--- src/hazardPkg.sv ---
package hazardPkg;

    // Datapath and address width
    localparam int dataWidth = 16;

    // Eight architectural registers
    localparam int regAddrWidth = 3;

    // History slots: 0 is ID, 1 is EX, 2 is MEM, 3 is WB
    localparam int numStages = 4;

    // Full 5-bit opcodes
    localparam logic [4:0] opNop = 5'b00001;
    localparam logic [4:0] opJr  = 5'b00111;

    // 3-bit opcode prefixes for control transfers
    localparam logic [2:0] opJumpHi   = 3'b001;
    localparam logic [2:0] opBranchHi = 3'b011;

    // Bit positions in the forwards vector
    localparam int fwdExToExRs  = 5;
    localparam int fwdMemToExRs = 4;
    localparam int fwdExToExRt  = 3;
    localparam int fwdMemToExRt = 2;
    localparam int fwdExToIdRs  = 1;
    localparam int fwdMemToIdRs = 0;

    typedef logic [regAddrWidth-1:0] regAddrT;

endpackage
--- src/stageIf.sv ---
interface stageIf import hazardPkg::*; #(
    parameter int DataWidth = dataWidth
);

    // Per-slot record of the instructions ahead of the one in fetch
    regAddrT                rd        [numStages];
    logic                   regWrite  [numStages];
    logic                   memEnable [numStages];
    logic [DataWidth-1:0]   memAddr   [numStages];

    // Address of the instruction now in fetch
    logic [DataWidth-1:0]   curAddr;

    modport producer (
        output rd,
        output regWrite,
        output memEnable,
        output memAddr,
        output curAddr
    );

    modport consumer (
        input rd,
        input regWrite,
        input memEnable,
        input memAddr,
        input curAddr
    );

endinterface

--- src/hazardTop.sv ---
module hazardTop import hazardPkg::*; #(
    parameter int DataWidth = dataWidth
) (
    input  logic                 clk,
    input  logic                 rstN,
    input  logic [dataWidth-1:0] instr,
    input  logic [DataWidth-1:0] imm,
    input  logic [DataWidth-1:0] reg1Data,
    input  regAddrT              rd,
    input  logic                 regWrite,
    input  logic                 memEnable,
    output logic [5:0]           forwards,
    output logic                 nop,
    output logic                 pcStall
);

    logic regHazard;
    logic memHazard;

    stageIf #(.DataWidth(DataWidth)) histIf ();

    pipeHistory #(.DataWidth(DataWidth)) history (
        .clk       (clk),
        .rstN      (rstN),
        .imm       (imm),
        .reg1Data  (reg1Data),
        .rd        (rd),
        .regWrite  (regWrite),
        .memEnable (memEnable),
        .hist      (histIf.producer)
    );

    regHazardUnit regUnit (
        .instr     (instr),
        .memEnable (memEnable),
        .hist      (histIf.consumer),
        .forwards  (forwards),
        .regHazard (regHazard)
    );

    memHazardUnit #(.DataWidth(DataWidth)) memUnit (
        .memEnable (memEnable),
        .hist      (histIf.consumer),
        .memHazard (memHazard)
    );

    issueControl issueCtl (
        .clk       (clk),
        .rstN      (rstN),
        .instr     (instr),
        .regHazard (regHazard),
        .memHazard (memHazard),
        .nop       (nop),
        .pcStall   (pcStall)
    );

endmodule

--- src/issueControl.sv ---
module issueControl import hazardPkg::*; (
    input  logic                 clk,
    input  logic                 rstN,
    input  logic [dataWidth-1:0] instr,
    input  logic                 regHazard,
    input  logic                 memHazard,
    output logic                 nop,
    output logic                 pcStall
);

    logic isNop;
    logic isJb;
    logic jbPending;
    logic anyHazard;

    assign isNop = instr[15:11] == opNop;
    assign isJb  = (instr[15:13] == opJumpHi) || (instr[15:13] == opBranchHi);

    assign anyHazard = regHazard | memHazard;

    // One bubble follows a jump or branch that actually issued
    always_ff @(posedge clk or negedge rstN) begin
        if (!rstN) begin
            jbPending <= 1'b0;
        end else begin
            jbPending <= isJb & ~anyHazard;
        end
    end

    // A NOP in fetch needs neither a stall nor an inserted bubble
    assign pcStall = anyHazard & ~isNop;
    assign nop     = (anyHazard | jbPending) & ~isNop;

    assert property (@(posedge clk) disable iff (!rstN) pcStall |-> nop);

endmodule

--- src/memHazardUnit.sv ---
module memHazardUnit import hazardPkg::*; #(
    parameter int DataWidth = dataWidth
) (
    input  logic     memEnable,
    stageIf.consumer hist,
    output logic     memHazard
);

    logic [DataWidth-1:0] addr;
    logic [numStages-1:0] slotHit;

    assign addr = hist.curAddr;

    // Each slot compares only when that slot itself touched memory
    always_comb begin
        for (int k = 0; k < numStages; k++) begin
            slotHit[k] = hist.memEnable[k] && (hist.memAddr[k] == addr);
        end
    end

    assign memHazard = memEnable & (|slotHit);

    always_comb begin
        // Only a memory access can collide
        assert (!memHazard || memEnable);
    end

endmodule

--- src/regHazardUnit.sv ---
module regHazardUnit import hazardPkg::*; (
    input  logic [dataWidth-1:0] instr,
    input  logic                 memEnable,
    stageIf.consumer             hist,
    output logic [5:0]           forwards,
    output logic                 regHazard
);

    regAddrT              rs;
    regAddrT              rt;
    logic                 isJr;
    logic [numStages-1:0] rsMatch;
    logic [numStages-1:0] rtMatch;
    logic                 rsHazard;
    logic                 rtHazard;

    // Source fields of the instruction in fetch
    assign rs   = instr[10:8];
    assign rt   = instr[7:5];
    assign isJr = instr[15:11] == opJr;

    always_comb begin
        for (int k = 0; k < numStages; k++) begin
            rsMatch[k] = hist.rd[k] == rs;
            rtMatch[k] = hist.rd[k] == rt;
        end
    end

    // A load still in ID has no data to hand over yet
    assign forwards[fwdExToExRs]  = rsMatch[0] & ~hist.memEnable[0];
    assign forwards[fwdExToExRt]  = rtMatch[0] & ~hist.memEnable[0];
    assign forwards[fwdMemToExRs] = rsMatch[1];
    assign forwards[fwdMemToExRt] = rtMatch[1];

    // Paths into ID exist only for jump register
    assign forwards[fwdExToIdRs]  = rsMatch[1] & ~hist.memEnable[1] & isJr;
    assign forwards[fwdMemToIdRs] = rsMatch[2] & isJr;

    assign rsHazard =
        (rsMatch[0] & ((hist.regWrite[0] & ~forwards[fwdExToExRs]) | hist.memEnable[0])) |
        (rsMatch[1] & (hist.regWrite[1] | hist.memEnable[1]) &
            ~forwards[fwdMemToExRs] & ~forwards[fwdExToIdRs]) |
        (rsMatch[2] & hist.regWrite[2] & ~forwards[fwdMemToIdRs]) |
        (rsMatch[3] & hist.regWrite[3]);

    // WB is not forwarded for rt
    assign rtHazard =
        (rtMatch[0] & ((hist.regWrite[0] & ~forwards[fwdExToExRt]) | hist.memEnable[0])) |
        (rtMatch[1] & hist.regWrite[1] & ~forwards[fwdMemToExRt]) |
        (rtMatch[2] & hist.regWrite[2]) |
        (rtMatch[3] & hist.regWrite[3]);

    assign regHazard = rsHazard | rtHazard;

    always_comb begin
        // Forwarding into ID belongs to jump register alone
        assert (!(forwards[fwdExToIdRs] || forwards[fwdMemToIdRs]) || isJr);
    end

endmodule

--- src/pipeHistory.sv ---
module pipeHistory import hazardPkg::*; #(
    parameter int DataWidth = dataWidth
) (
    input  logic                 clk,
    input  logic                 rstN,
    input  logic [DataWidth-1:0] imm,
    input  logic [DataWidth-1:0] reg1Data,
    input  regAddrT              rd,
    input  logic                 regWrite,
    input  logic                 memEnable,
    stageIf.producer             hist
);

    logic [DataWidth-1:0] addr;

    // Base plus offset with the carry out dropped so the sum wraps
    assign addr = reg1Data + imm;
    assign hist.curAddr = addr;

    always_ff @(posedge clk or negedge rstN) begin
        if (!rstN) begin
            for (int k = 0; k < numStages; k++) begin
                hist.rd[k]        <= '0;
                hist.regWrite[k]  <= 1'b0;
                hist.memEnable[k] <= 1'b0;
                hist.memAddr[k]   <= '0;
            end
        end else begin
            // Fetch enters ID
            hist.rd[0]        <= rd;
            hist.regWrite[0]  <= regWrite;
            hist.memEnable[0] <= memEnable;
            hist.memAddr[0]   <= addr;

            // Older entries each move one slot further
            for (int k = 1; k < numStages; k++) begin
                hist.rd[k]        <= hist.rd[k-1];
                hist.regWrite[k]  <= hist.regWrite[k-1];
                hist.memEnable[k] <= hist.memEnable[k-1];
                hist.memAddr[k]   <= hist.memAddr[k-1];
            end
        end
    end

endmodule

--- config.mk ---
export PLATFORM = sky130hd
export DESIGN_NAME = hazardTop
export DESIGN_NICKNAME = d
export VERILOG_FILES = /design/src/hazardPkg.sv /design/src/stageIf.sv /design/src/hazardTop.sv /design/src/issueControl.sv /design/src/memHazardUnit.sv /design/src/regHazardUnit.sv /design/src/pipeHistory.sv
export SDC_FILE = /design/constraint.sdc
export NUM_CORES = 1
export LEC_CHECK = 0
export BUFFER_PORTS_ARGS = -buffer_cell sky130_fd_sc_hd__buf_2
export CORE_ASPECT_RATIO = 0.75
export CORE_UTILIZATION = 55
export DETAILED_ROUTE_END_ITERATION = 10
export HOLD_SLACK_MARGIN = 0.15
export PLACE_DENSITY = 0.87
export SYNTH_ARGS = -nofsm -noshare
export SYNTH_HDL_FRONTEND = slang
export SYNTH_SLANG_ARGS = --single-unit
--- constraint.sdc ---
create_clock -name clk -period 5.4 [get_ports clk]
set_input_delay 0.81 -clock clk [delete_from_list [all_inputs] [get_ports clk]]
set_output_delay 0.81 -clock clk [all_outputs]
set_load 0.1 [all_outputs]
==> results.txt, run 1 <==
Least-Margin Pin Slew = 1040 ps
Via count of the first global-routing pass = 3238
Share of final-layout standard cells stronger than drive strength 1 = 0.2341
Yosys warning count = 0
Data required time of the critical path = 4590 ps
Global-route wire length before repair = 16570 um
Maximum ir drop on the vdd rail = 290.1 uV
Fillers = 573
Area of all placed cells without fillers = 5493 um^2
Type of the worst min-delay path = register to register
Vert. Die Dim = 82.48 um
Total of buffers placed on input and output ports = 57
Longest Clk Path Bufs = 2
Total die area = 9015 um^2
Clock root buffer = sky130_fd_sc_hd__clkbuf_16
Pins Over Slew Limit = 0
Leading cell types in the layout, fill and taps excluded = sky130_fd_sc_hd__dfrtp_1, sky130_fd_sc_hd__xnor2_1, sky130_fd_sc_hd__buf_2
Via-per-instance ratio = 5.804
Initial antenna violation count = 1
Portion of netlist area occupied by mux cells = 0.002107
Distinct cells, synth = 64
Final setup skew = 4.746 ps
MaxCap Viol Count = 0
Result of the run = finished, final reports clean
Routed Antenna Nets = 0
DPL Wire Length = 7519 um
GRT Util Overall = 0.2560
Area share of xor/xnor cells in the synthesized design = 0.2547
Setup crit end kind = output pin
Post-synthesis area per instance = 11.96 um^2
Setup Fix Bufs, Post-CTS = 0
WHS = 348.3 ps
Clock-pin transition on the worst setup and hold timing paths = 60 ps
Fraction of the mapped netlist area in compound gates = 0.1236
Rel. slew slack = 0.3069
Post-Synthesis Cell Area = 4750 um^2
CTS tree = done
Arrival time at the worst endpoint = 4320 ps
# IOs = 63
Maximum level of the CTS H-tree = 3
Area growth from synthesis to layout = 15.65%
Leading cell type in the layout, fill and taps excluded = sky130_fd_sc_hd__dfrtp_1
Hold-fix buffers, CTS = 0
Dominant combinational cell family by area after synthesis = XOR/XNOR gates
Power Density = 392.7 nW/um^2
Clock latency at the later pin of the worst-skew pair = 340 ps
Setup violators final = 0
Setup TNS = 0 ps
Pleak = 2.401 nW
Simple-gate share of the synthesized area = 0.1033
Count of state elements after synthesis = 85
# rows = 28
Net count of the mapped netlist = 468
Sum of routed wire length over all layers = 10160 um
Critical path fanouts, max = 6
Share of the cycle needed by the critical path after routing = 0.9509
Number of hold violations in the final report = 0
Die extent in x = 109.3 um
Global placer's final weighted congestion = 0.8855
Initial standard-cell utilization of the core = 0.5844
Element type at the critical path start = input pin
Std-Cell Core Area = 8128 um^2
Largest net degree at the start of global routing = 86
RSZ-0062 raised after global routing = no
Most common flop cell mapped by yosys = sky130_fd_sc_hd__dfrtp_1
Async S/R FF share, synth = 1.000
Share of synthesized area occupied by flip-flops and latches = 0.4478
Router iterations before antenna repair = 5
Post-CTS Resized = 0
Ant. Diodes = 0
Cell count after synthesis = 397
1st-iter DRT viols = 313
Total number of vias = 3262
Layout net count = 523
Post-synthesis adder-cell area fraction = 0.04373
Achievable Freq = 0.1947 GHz
Per-cell routed wire length = 18.07 um
Type of the worst setup path = input pin to output pin
Cell Area, Placed = 5145 um^2
Number of clock buffers inserted by TritonCTS = 9
Post-layout minimum cycle time = 5135 ps
Total gr overflow = 0
Number of synthesized flops with an enable pin = 0
DRC viols = 0
# clock sinks = 85
==> Yosys cell counts (6+ instances only) <==
cell type	number	area share
sky130_fd_sc_hd__a21oi_1	13	0.014
sky130_fd_sc_hd__ha_1	15	0.040
sky130_fd_sc_hd__dfrtp_1	85	0.45
sky130_fd_sc_hd__nor3_1	8	0.0084
sky130_fd_sc_hd__nand4_1	6	0.0079
sky130_fd_sc_hd__xnor3_1	12	0.057
sky130_fd_sc_hd__xnor2_1	64	0.12
sky130_fd_sc_hd__nor2_1	16	0.013
sky130_fd_sc_hd__nand2_1	18	0.014
sky130_fd_sc_hd__inv_1	9	0.0071
sky130_fd_sc_hd__nand3_1	14	0.015
sky130_fd_sc_hd__xor2_1	34	0.063
sky130_fd_sc_hd__buf_2	10	0.011
==> per-layer routing <==
| metal | wire length (um) | track usage | part of all wire | vias up |
|---|---|---|---|---|
| li1 | - | - | - | 1503 |
| met5 | 10 | 0 | 0.00098 | - |
| met4 | 200 | 0.08133 | 0.020 | 2 |
| met3 | 898 | 0.09341 | 0.088 | 28 |
| met1 | 4366 | 0.3301 | 0.43 | 1592 |
| met2 | 4682 | 0.4057 | 0.46 | 137 |
==> power by group <==
group          total, mW  internal (mW)  leakage (nW)  switching, mW
sequential         0.829          0.745         0.990         0.0836
clock              0.711          0.455         0.170          0.256
combinational      0.618          0.294          1.24          0.323
==> registers in the layout (all words and copies together), names as in the netlist <==
signal                  flops
issueCtl.jbPending          1
history.hist.memAddr       64
history.hist.memEnable      4
history.hist.regWrite       4
history.hist.rd            12
==> critical path, cell delays in order <==
cell                        delay [ps]
sky130_fd_sc_hd__buf_2             100
sky130_fd_sc_hd__ha_1              250
sky130_fd_sc_hd__fa_1              480
sky130_fd_sc_hd__a211oi_4          410
sky130_fd_sc_hd__o21a_4            250
sky130_fd_sc_hd__or3_1             120
sky130_fd_sc_hd__o311ai_0          120
sky130_fd_sc_hd__a2111oi_1         470
sky130_fd_sc_hd__nand4_1           220
sky130_fd_sc_hd__nor4_1            390
sky130_fd_sc_hd__o41ai_2           230
sky130_fd_sc_hd__a31oi_2           270
sky130_fd_sc_hd__buf_12            210
==> through the flow <==
step / util / worst slack [ps] / std cells / total power [mW]
finish: 0.6758 / 265.1 / 562 / 2.157
global route: 0.6758 / 78.20 / 562 / 2.258
CTS: 0.6756 / 275.9 / 562 / 2.170
detailed placement: 0.6330 / 268.5 / 546 / 1.447
global placement: 0.6330 / 339.0 / 546 / 1.422
floorplan: - / 30.00 / 397 / 1.286
==> worst paths after layout <==
check	start	endpoint	slack [ps]	cells past startpoint
min in group asynchronous	rstN	history.hist.memAddr[4]	630	1
max in group asynchronous	rstN	history.hist.memAddr[50]	4080	1
setup reg to reg	history.hist.memAddr[49]	issueCtl.jbPending	2670	9
hold / removal	history.hist.regWrite[2]	history.hist.regWrite[1]	350	0
setup / recovery	imm[0]	nop	270	13
hold reg to reg	history.hist.regWrite[2]	history.hist.regWrite[1]	350	0
==> final cells by class <==
class,count,area (um^2),area share
Multi-Input combinational cell,288,2521,0.4590
Sequential cell,85,2127,0.3872
Timing Repair Buffer,59,332.8,0.06059
Clock buffer,9,225.2,0.04100
Tap cell,105,131.4,0.02392
Clock inverter,7,121.4,0.02210
Inverter,9,33.78,0.006150
==> kinds of logic (layout without fill, tap and decap cells) <==
logic type,count (synthesis),in the layout
buffers and inverters,24,84
muxes,1,1
adders and majority gates,16,16
xor gates and xnor gates,115,115
DFF,85,85
and+or+nand+nor,90,90
AOI/OAI and AO/OA,66,66
No activity file was read; power rests on OpenSTA's default activity.
==> run 2: changes to the inputs <==
--- a/config.mk
+++ b/config.mk
@@ -10,7 +10,8 @@
 export CORE_UTILIZATION = 55
 export DETAILED_ROUTE_END_ITERATION = 10
 export HOLD_SLACK_MARGIN = 0.15
-export PLACE_DENSITY = 0.87
+export PLACE_DENSITY = 0.88
 export SYNTH_ARGS = -nofsm -noshare
 export SYNTH_HDL_FRONTEND = slang
+export SYNTH_HIERARCHICAL = 1
 export SYNTH_SLANG_ARGS = --single-unit
==> results.txt, run 2 <==
Via count of the first global-routing pass = 2681 (-17%)
Cell count after synthesis = 331 (-17%)
Number of synthesized flops with an enable pin = 0 (unchanged)
Total number of vias = 2750 (-16%)
Most numerous cell in the Yosys netlist = sky130_fd_sc_hd__dfrtp_1
Total die area = 7703 um^2 (-15%)
Setup violators final = 0 (unchanged)
Global placer's final weighted congestion = 0.8355 (-5.6%)
Critical path fanouts, max = 3 (-3)
Cell Area, Placed = 4482 um^2 (-13%)
Reg-to-reg slack, setup = 3460 ps (+790 ps)
Power share of the clock group = 0.239 (-0.090)
Result of the run = finished, final reports clean
Clock root buffer = sky130_fd_sc_hd__clkbuf_8
Rel. slew slack = 0.3306 (+0.02368)
Synth area leaders = sky130_fd_sc_hd__dfrtp_1, sky130_fd_sc_hd__xnor2_1, sky130_fd_sc_hd__xor2_1
Element type at the critical path start = input pin
GRT Util Overall = 0.2329 (-0.02312)
Biggest register = history/hist.memAddr
# IOs = 63 (unchanged)
Least-Margin Pin Slew = 1004 ps (-35.51 ps)
Cell taking the most area after synthesis = sky130_fd_sc_hd__dfrtp_1
Number of clock buffers inserted by TritonCTS = 9 (unchanged)
Power Density = 369.5 nW/um^2 (-5.9%)
Gr busiest metal = met2
Routed Antenna Nets = 0 (unchanged)
Longest Clk Path Bufs = 2 (unchanged)
Register share of total power = 0.470 (+0.086)
Area growth from synthesis to layout = 16.24%
Std-Cell Core Area = 6962 um^2 (-14%)
Router iterations before antenna repair = 4 (-1)
Leading cell type in the layout, fill and taps excluded = sky130_fd_sc_hd__dfrtp_1
Most common flop cell mapped by yosys = sky130_fd_sc_hd__dfrtp_1
1st-iter DRT viols = 111 (-65%)
DPL Wire Length = 6163 um (-18%)
DRC viols = 0 (unchanged)
Per-cell routed wire length = 16.87 um (-6.7%)
Setup TNS = 0 ps (unchanged)
Post-synthesis area per instance = 12.22 um^2 (+2.1%)
Share of the cycle needed by the critical path after routing = 0.9615 (+0.01064)
Clock latency at the later pin of the worst-skew pair = 360 ps (+20 ps)
Fraction of met1 tracks used by global routing = 0.3101 (-0.01997)
Number of hold violations in the final report = 0 (unchanged)
Yosys warning count = 6 (+6)
Leading cell types in the layout, fill and taps excluded = sky130_fd_sc_hd__dfrtp_1, sky130_fd_sc_hd__xnor2_1, sky130_fd_sc_hd__buf_2
Total of buffers placed on input and output ports = 57 (unchanged)
Final setup skew = 12.67 ps (+7.925 ps)
Pins Over Slew Limit = 0 (unchanged)
Post-Synthesis Cell Area = 4044 um^2 (-15%)
Maximum ir drop on the vdd rail = 156.2 uV (-46%)
Hold-fix buffers, CTS = 0 (unchanged)
Share of final-layout standard cells stronger than drive strength 1 = 0.2575 (+0.02336)
CTS tree = done
Net Sw Frac = 0.3383 (+0.03104)
Async S/R FF share, synth = 1.000 (unchanged)
# rows = 26 (-7.1%)
Maximum level of the CTS H-tree = 3 (unchanged)
Met3 Usage GRT = 0.05505 (-0.03836)
Most frequent cells after synthesis = sky130_fd_sc_hd__dfrtp_1, sky130_fd_sc_hd__xnor2_1, sky130_fd_sc_hd__xor2_1
MaxCap Viol Count = 0 (unchanged)
Clock-pin transition on the worst setup and hold timing paths = 80 ps (+20 ps)
Switching power = 587.6 uW (-11%)
Type of the worst min-delay path = register to register
Met2 demand-to-capacity share in global routing = 0.3774 (-0.02826)
Largest register FFs = 64 (unchanged)
Distinct cells, synth = 42 (-34%)
Ant. Diodes = 0 (unchanged)
RSZ-0062 raised after global routing = no
Layout net count = 466 (-11%)
Sum of routed wire length over all layers = 8401 um (-17%)
Total gr overflow = 0 (unchanged)
Setup crit end kind = output pin
Initial standard-cell utilization of the core = 0.5809 (-0.003483)
Type of the worst setup path = input pin to output pin
Int Power = 1.149 mW (-23%)
Area share of the largest cell type after synthesis = 0.5260 (+0.07815)
Net count of the mapped netlist = 402 (-14%)
# clock sinks = 85 (unchanged)
Data required time of the critical path = 4590 ps (about the same)
Global-route wire length before repair = 13430 um (-19%)
Achievable Freq = 0.1926 GHz (-1.1%)
Share of synthesized area occupied by flip-flops and latches = 0.5260 (+0.07815)
Largest registers = history/hist.memAddr: 64 flops, history/hist.rd: 12 flops
Design Power = 1.737 mW (-19%)
Count of state elements after synthesis = 85 (unchanged)
Die extent in x = 101.0 um (-7.6%)
Initial antenna violation count = 0 (-1)
Arrival time at the worst endpoint = 4380 ps (+60 ps)
Via-per-instance ratio = 5.522 (-4.9%)
Largest net degree at the start of global routing = 86 (unchanged)
Pleak = 2.016 nW (-16%)
Vert. Die Dim = 76.26 um (-7.5%)
Area of all placed cells without fillers = 4701 um^2 (-14%)
Post-layout minimum cycle time = 5192 ps (+57.43 ps)
Portion of total power attributed to combinational logic = 0.291 (+0.005)
## run 2: cell count changes after synthesis, moves of 6 or more
cell	change
sky130_fd_sc_hd__xnor3_1	-12
sky130_fd_sc_hd__nand4_1	+11
sky130_fd_sc_hd__nor2_1	-10
sky130_fd_sc_hd__inv_1	-9
sky130_fd_sc_hd__nand3_1	-7
sky130_fd_sc_hd__nor4_1	+6
sky130_fd_sc_hd__xnor2_1	+6
## run 2: layout make-up
type,count,area (um^2)
sequential,85,2127
fill,507,2261
timing repair buffer,65,377.9
clock buffer,11,141.4
clock inverter,5,42.54
tap,98,122.6
multi-input combinational,234,1889
## run 2: metrics by stage
step	utilization	hold WS [ps]	std cells	worst slack [ps]
floorplan	-	331.2	331	30.03
global placement	0.6438	334.8	480	296.5
detailed placement	0.6438	336.3	480	111.1
CTS	0.6702	356.4	496	56.34
global route	0.6752	360.8	498	90.43
finish	0.6752	353.7	498	207.6
## run 2: worst paths after layout
kind | from | cells past startpoint | to
min in group asynchronous | rstN | 1 | history/hist.memAddr[33]
worst max-delay path | imm[0] | 16 | nop
worst min-delay path | history/hist.regWrite[3] | 0 | history/hist.regWrite[2]
max in group asynchronous | rstN | 1 | history/hist.memAddr[61]
worst min register to register | history/hist.regWrite[3] | 0 | history/hist.regWrite[2]
worst max register to register | history/hist.memAddr[42] | 6 | issueCtl/jbPending
## run 2: timing repair
action / CTS / global route
resized for setup: 0 / 3
buffers inserted: 0 / 2
setup endpoints to repair: 0 / 2
## run 2: worst max-delay path: stages
cell and delay [ps]:
sky130_fd_sc_hd__buf_2 100, sky130_fd_sc_hd__ha_1 230, sky130_fd_sc_hd__fa_1 410, sky130_fd_sc_hd__a21o_1 230, sky130_fd_sc_hd__a31oi_1 250, sky130_fd_sc_hd__o21ba_2 220, sky130_fd_sc_hd__o21ai_1 100, sky130_fd_sc_hd__xor2_2 190
sky130_fd_sc_hd__xor2_1 190, sky130_fd_sc_hd__nor4_1 370, sky130_fd_sc_hd__nand4_1 180, sky130_fd_sc_hd__nor4_1 410, sky130_fd_sc_hd__o41a_2 260, sky130_fd_sc_hd__nor3_1 70, sky130_fd_sc_hd__a21oi_2 160, sky130_fd_sc_hd__buf_12 190
## run 2: metal layers
layer,wire length [um],vias up
met5,0,-
met3,410,13
met4,114,0
met1,3768,1352
met2,4106,101
li1,-,1284
## run 2: cell families after synthesis
family	count (synthesis)	share of synthesized area
compound gates	43	0.07426
xor+xnor	101	0.2188
fa+ha+maj	16	0.05136
buf+inv	12	0.01485
flops	85	0.5260
mux	2	0.004951
simple gates	72	0.1098
## run 2: power groups by stage
stage	clock, mW	sequential [mW]	combinational (mW)
2_1_floorplan	0	0.807	0.352
3_3_place_gp	0	0.816	0.463
3_5_place_dp	0	0.827	0.481
4_1_cts	0.423	0.817	0.491
5_1_grt	0.446	0.828	0.537
6_report	0.416	0.816	0.505
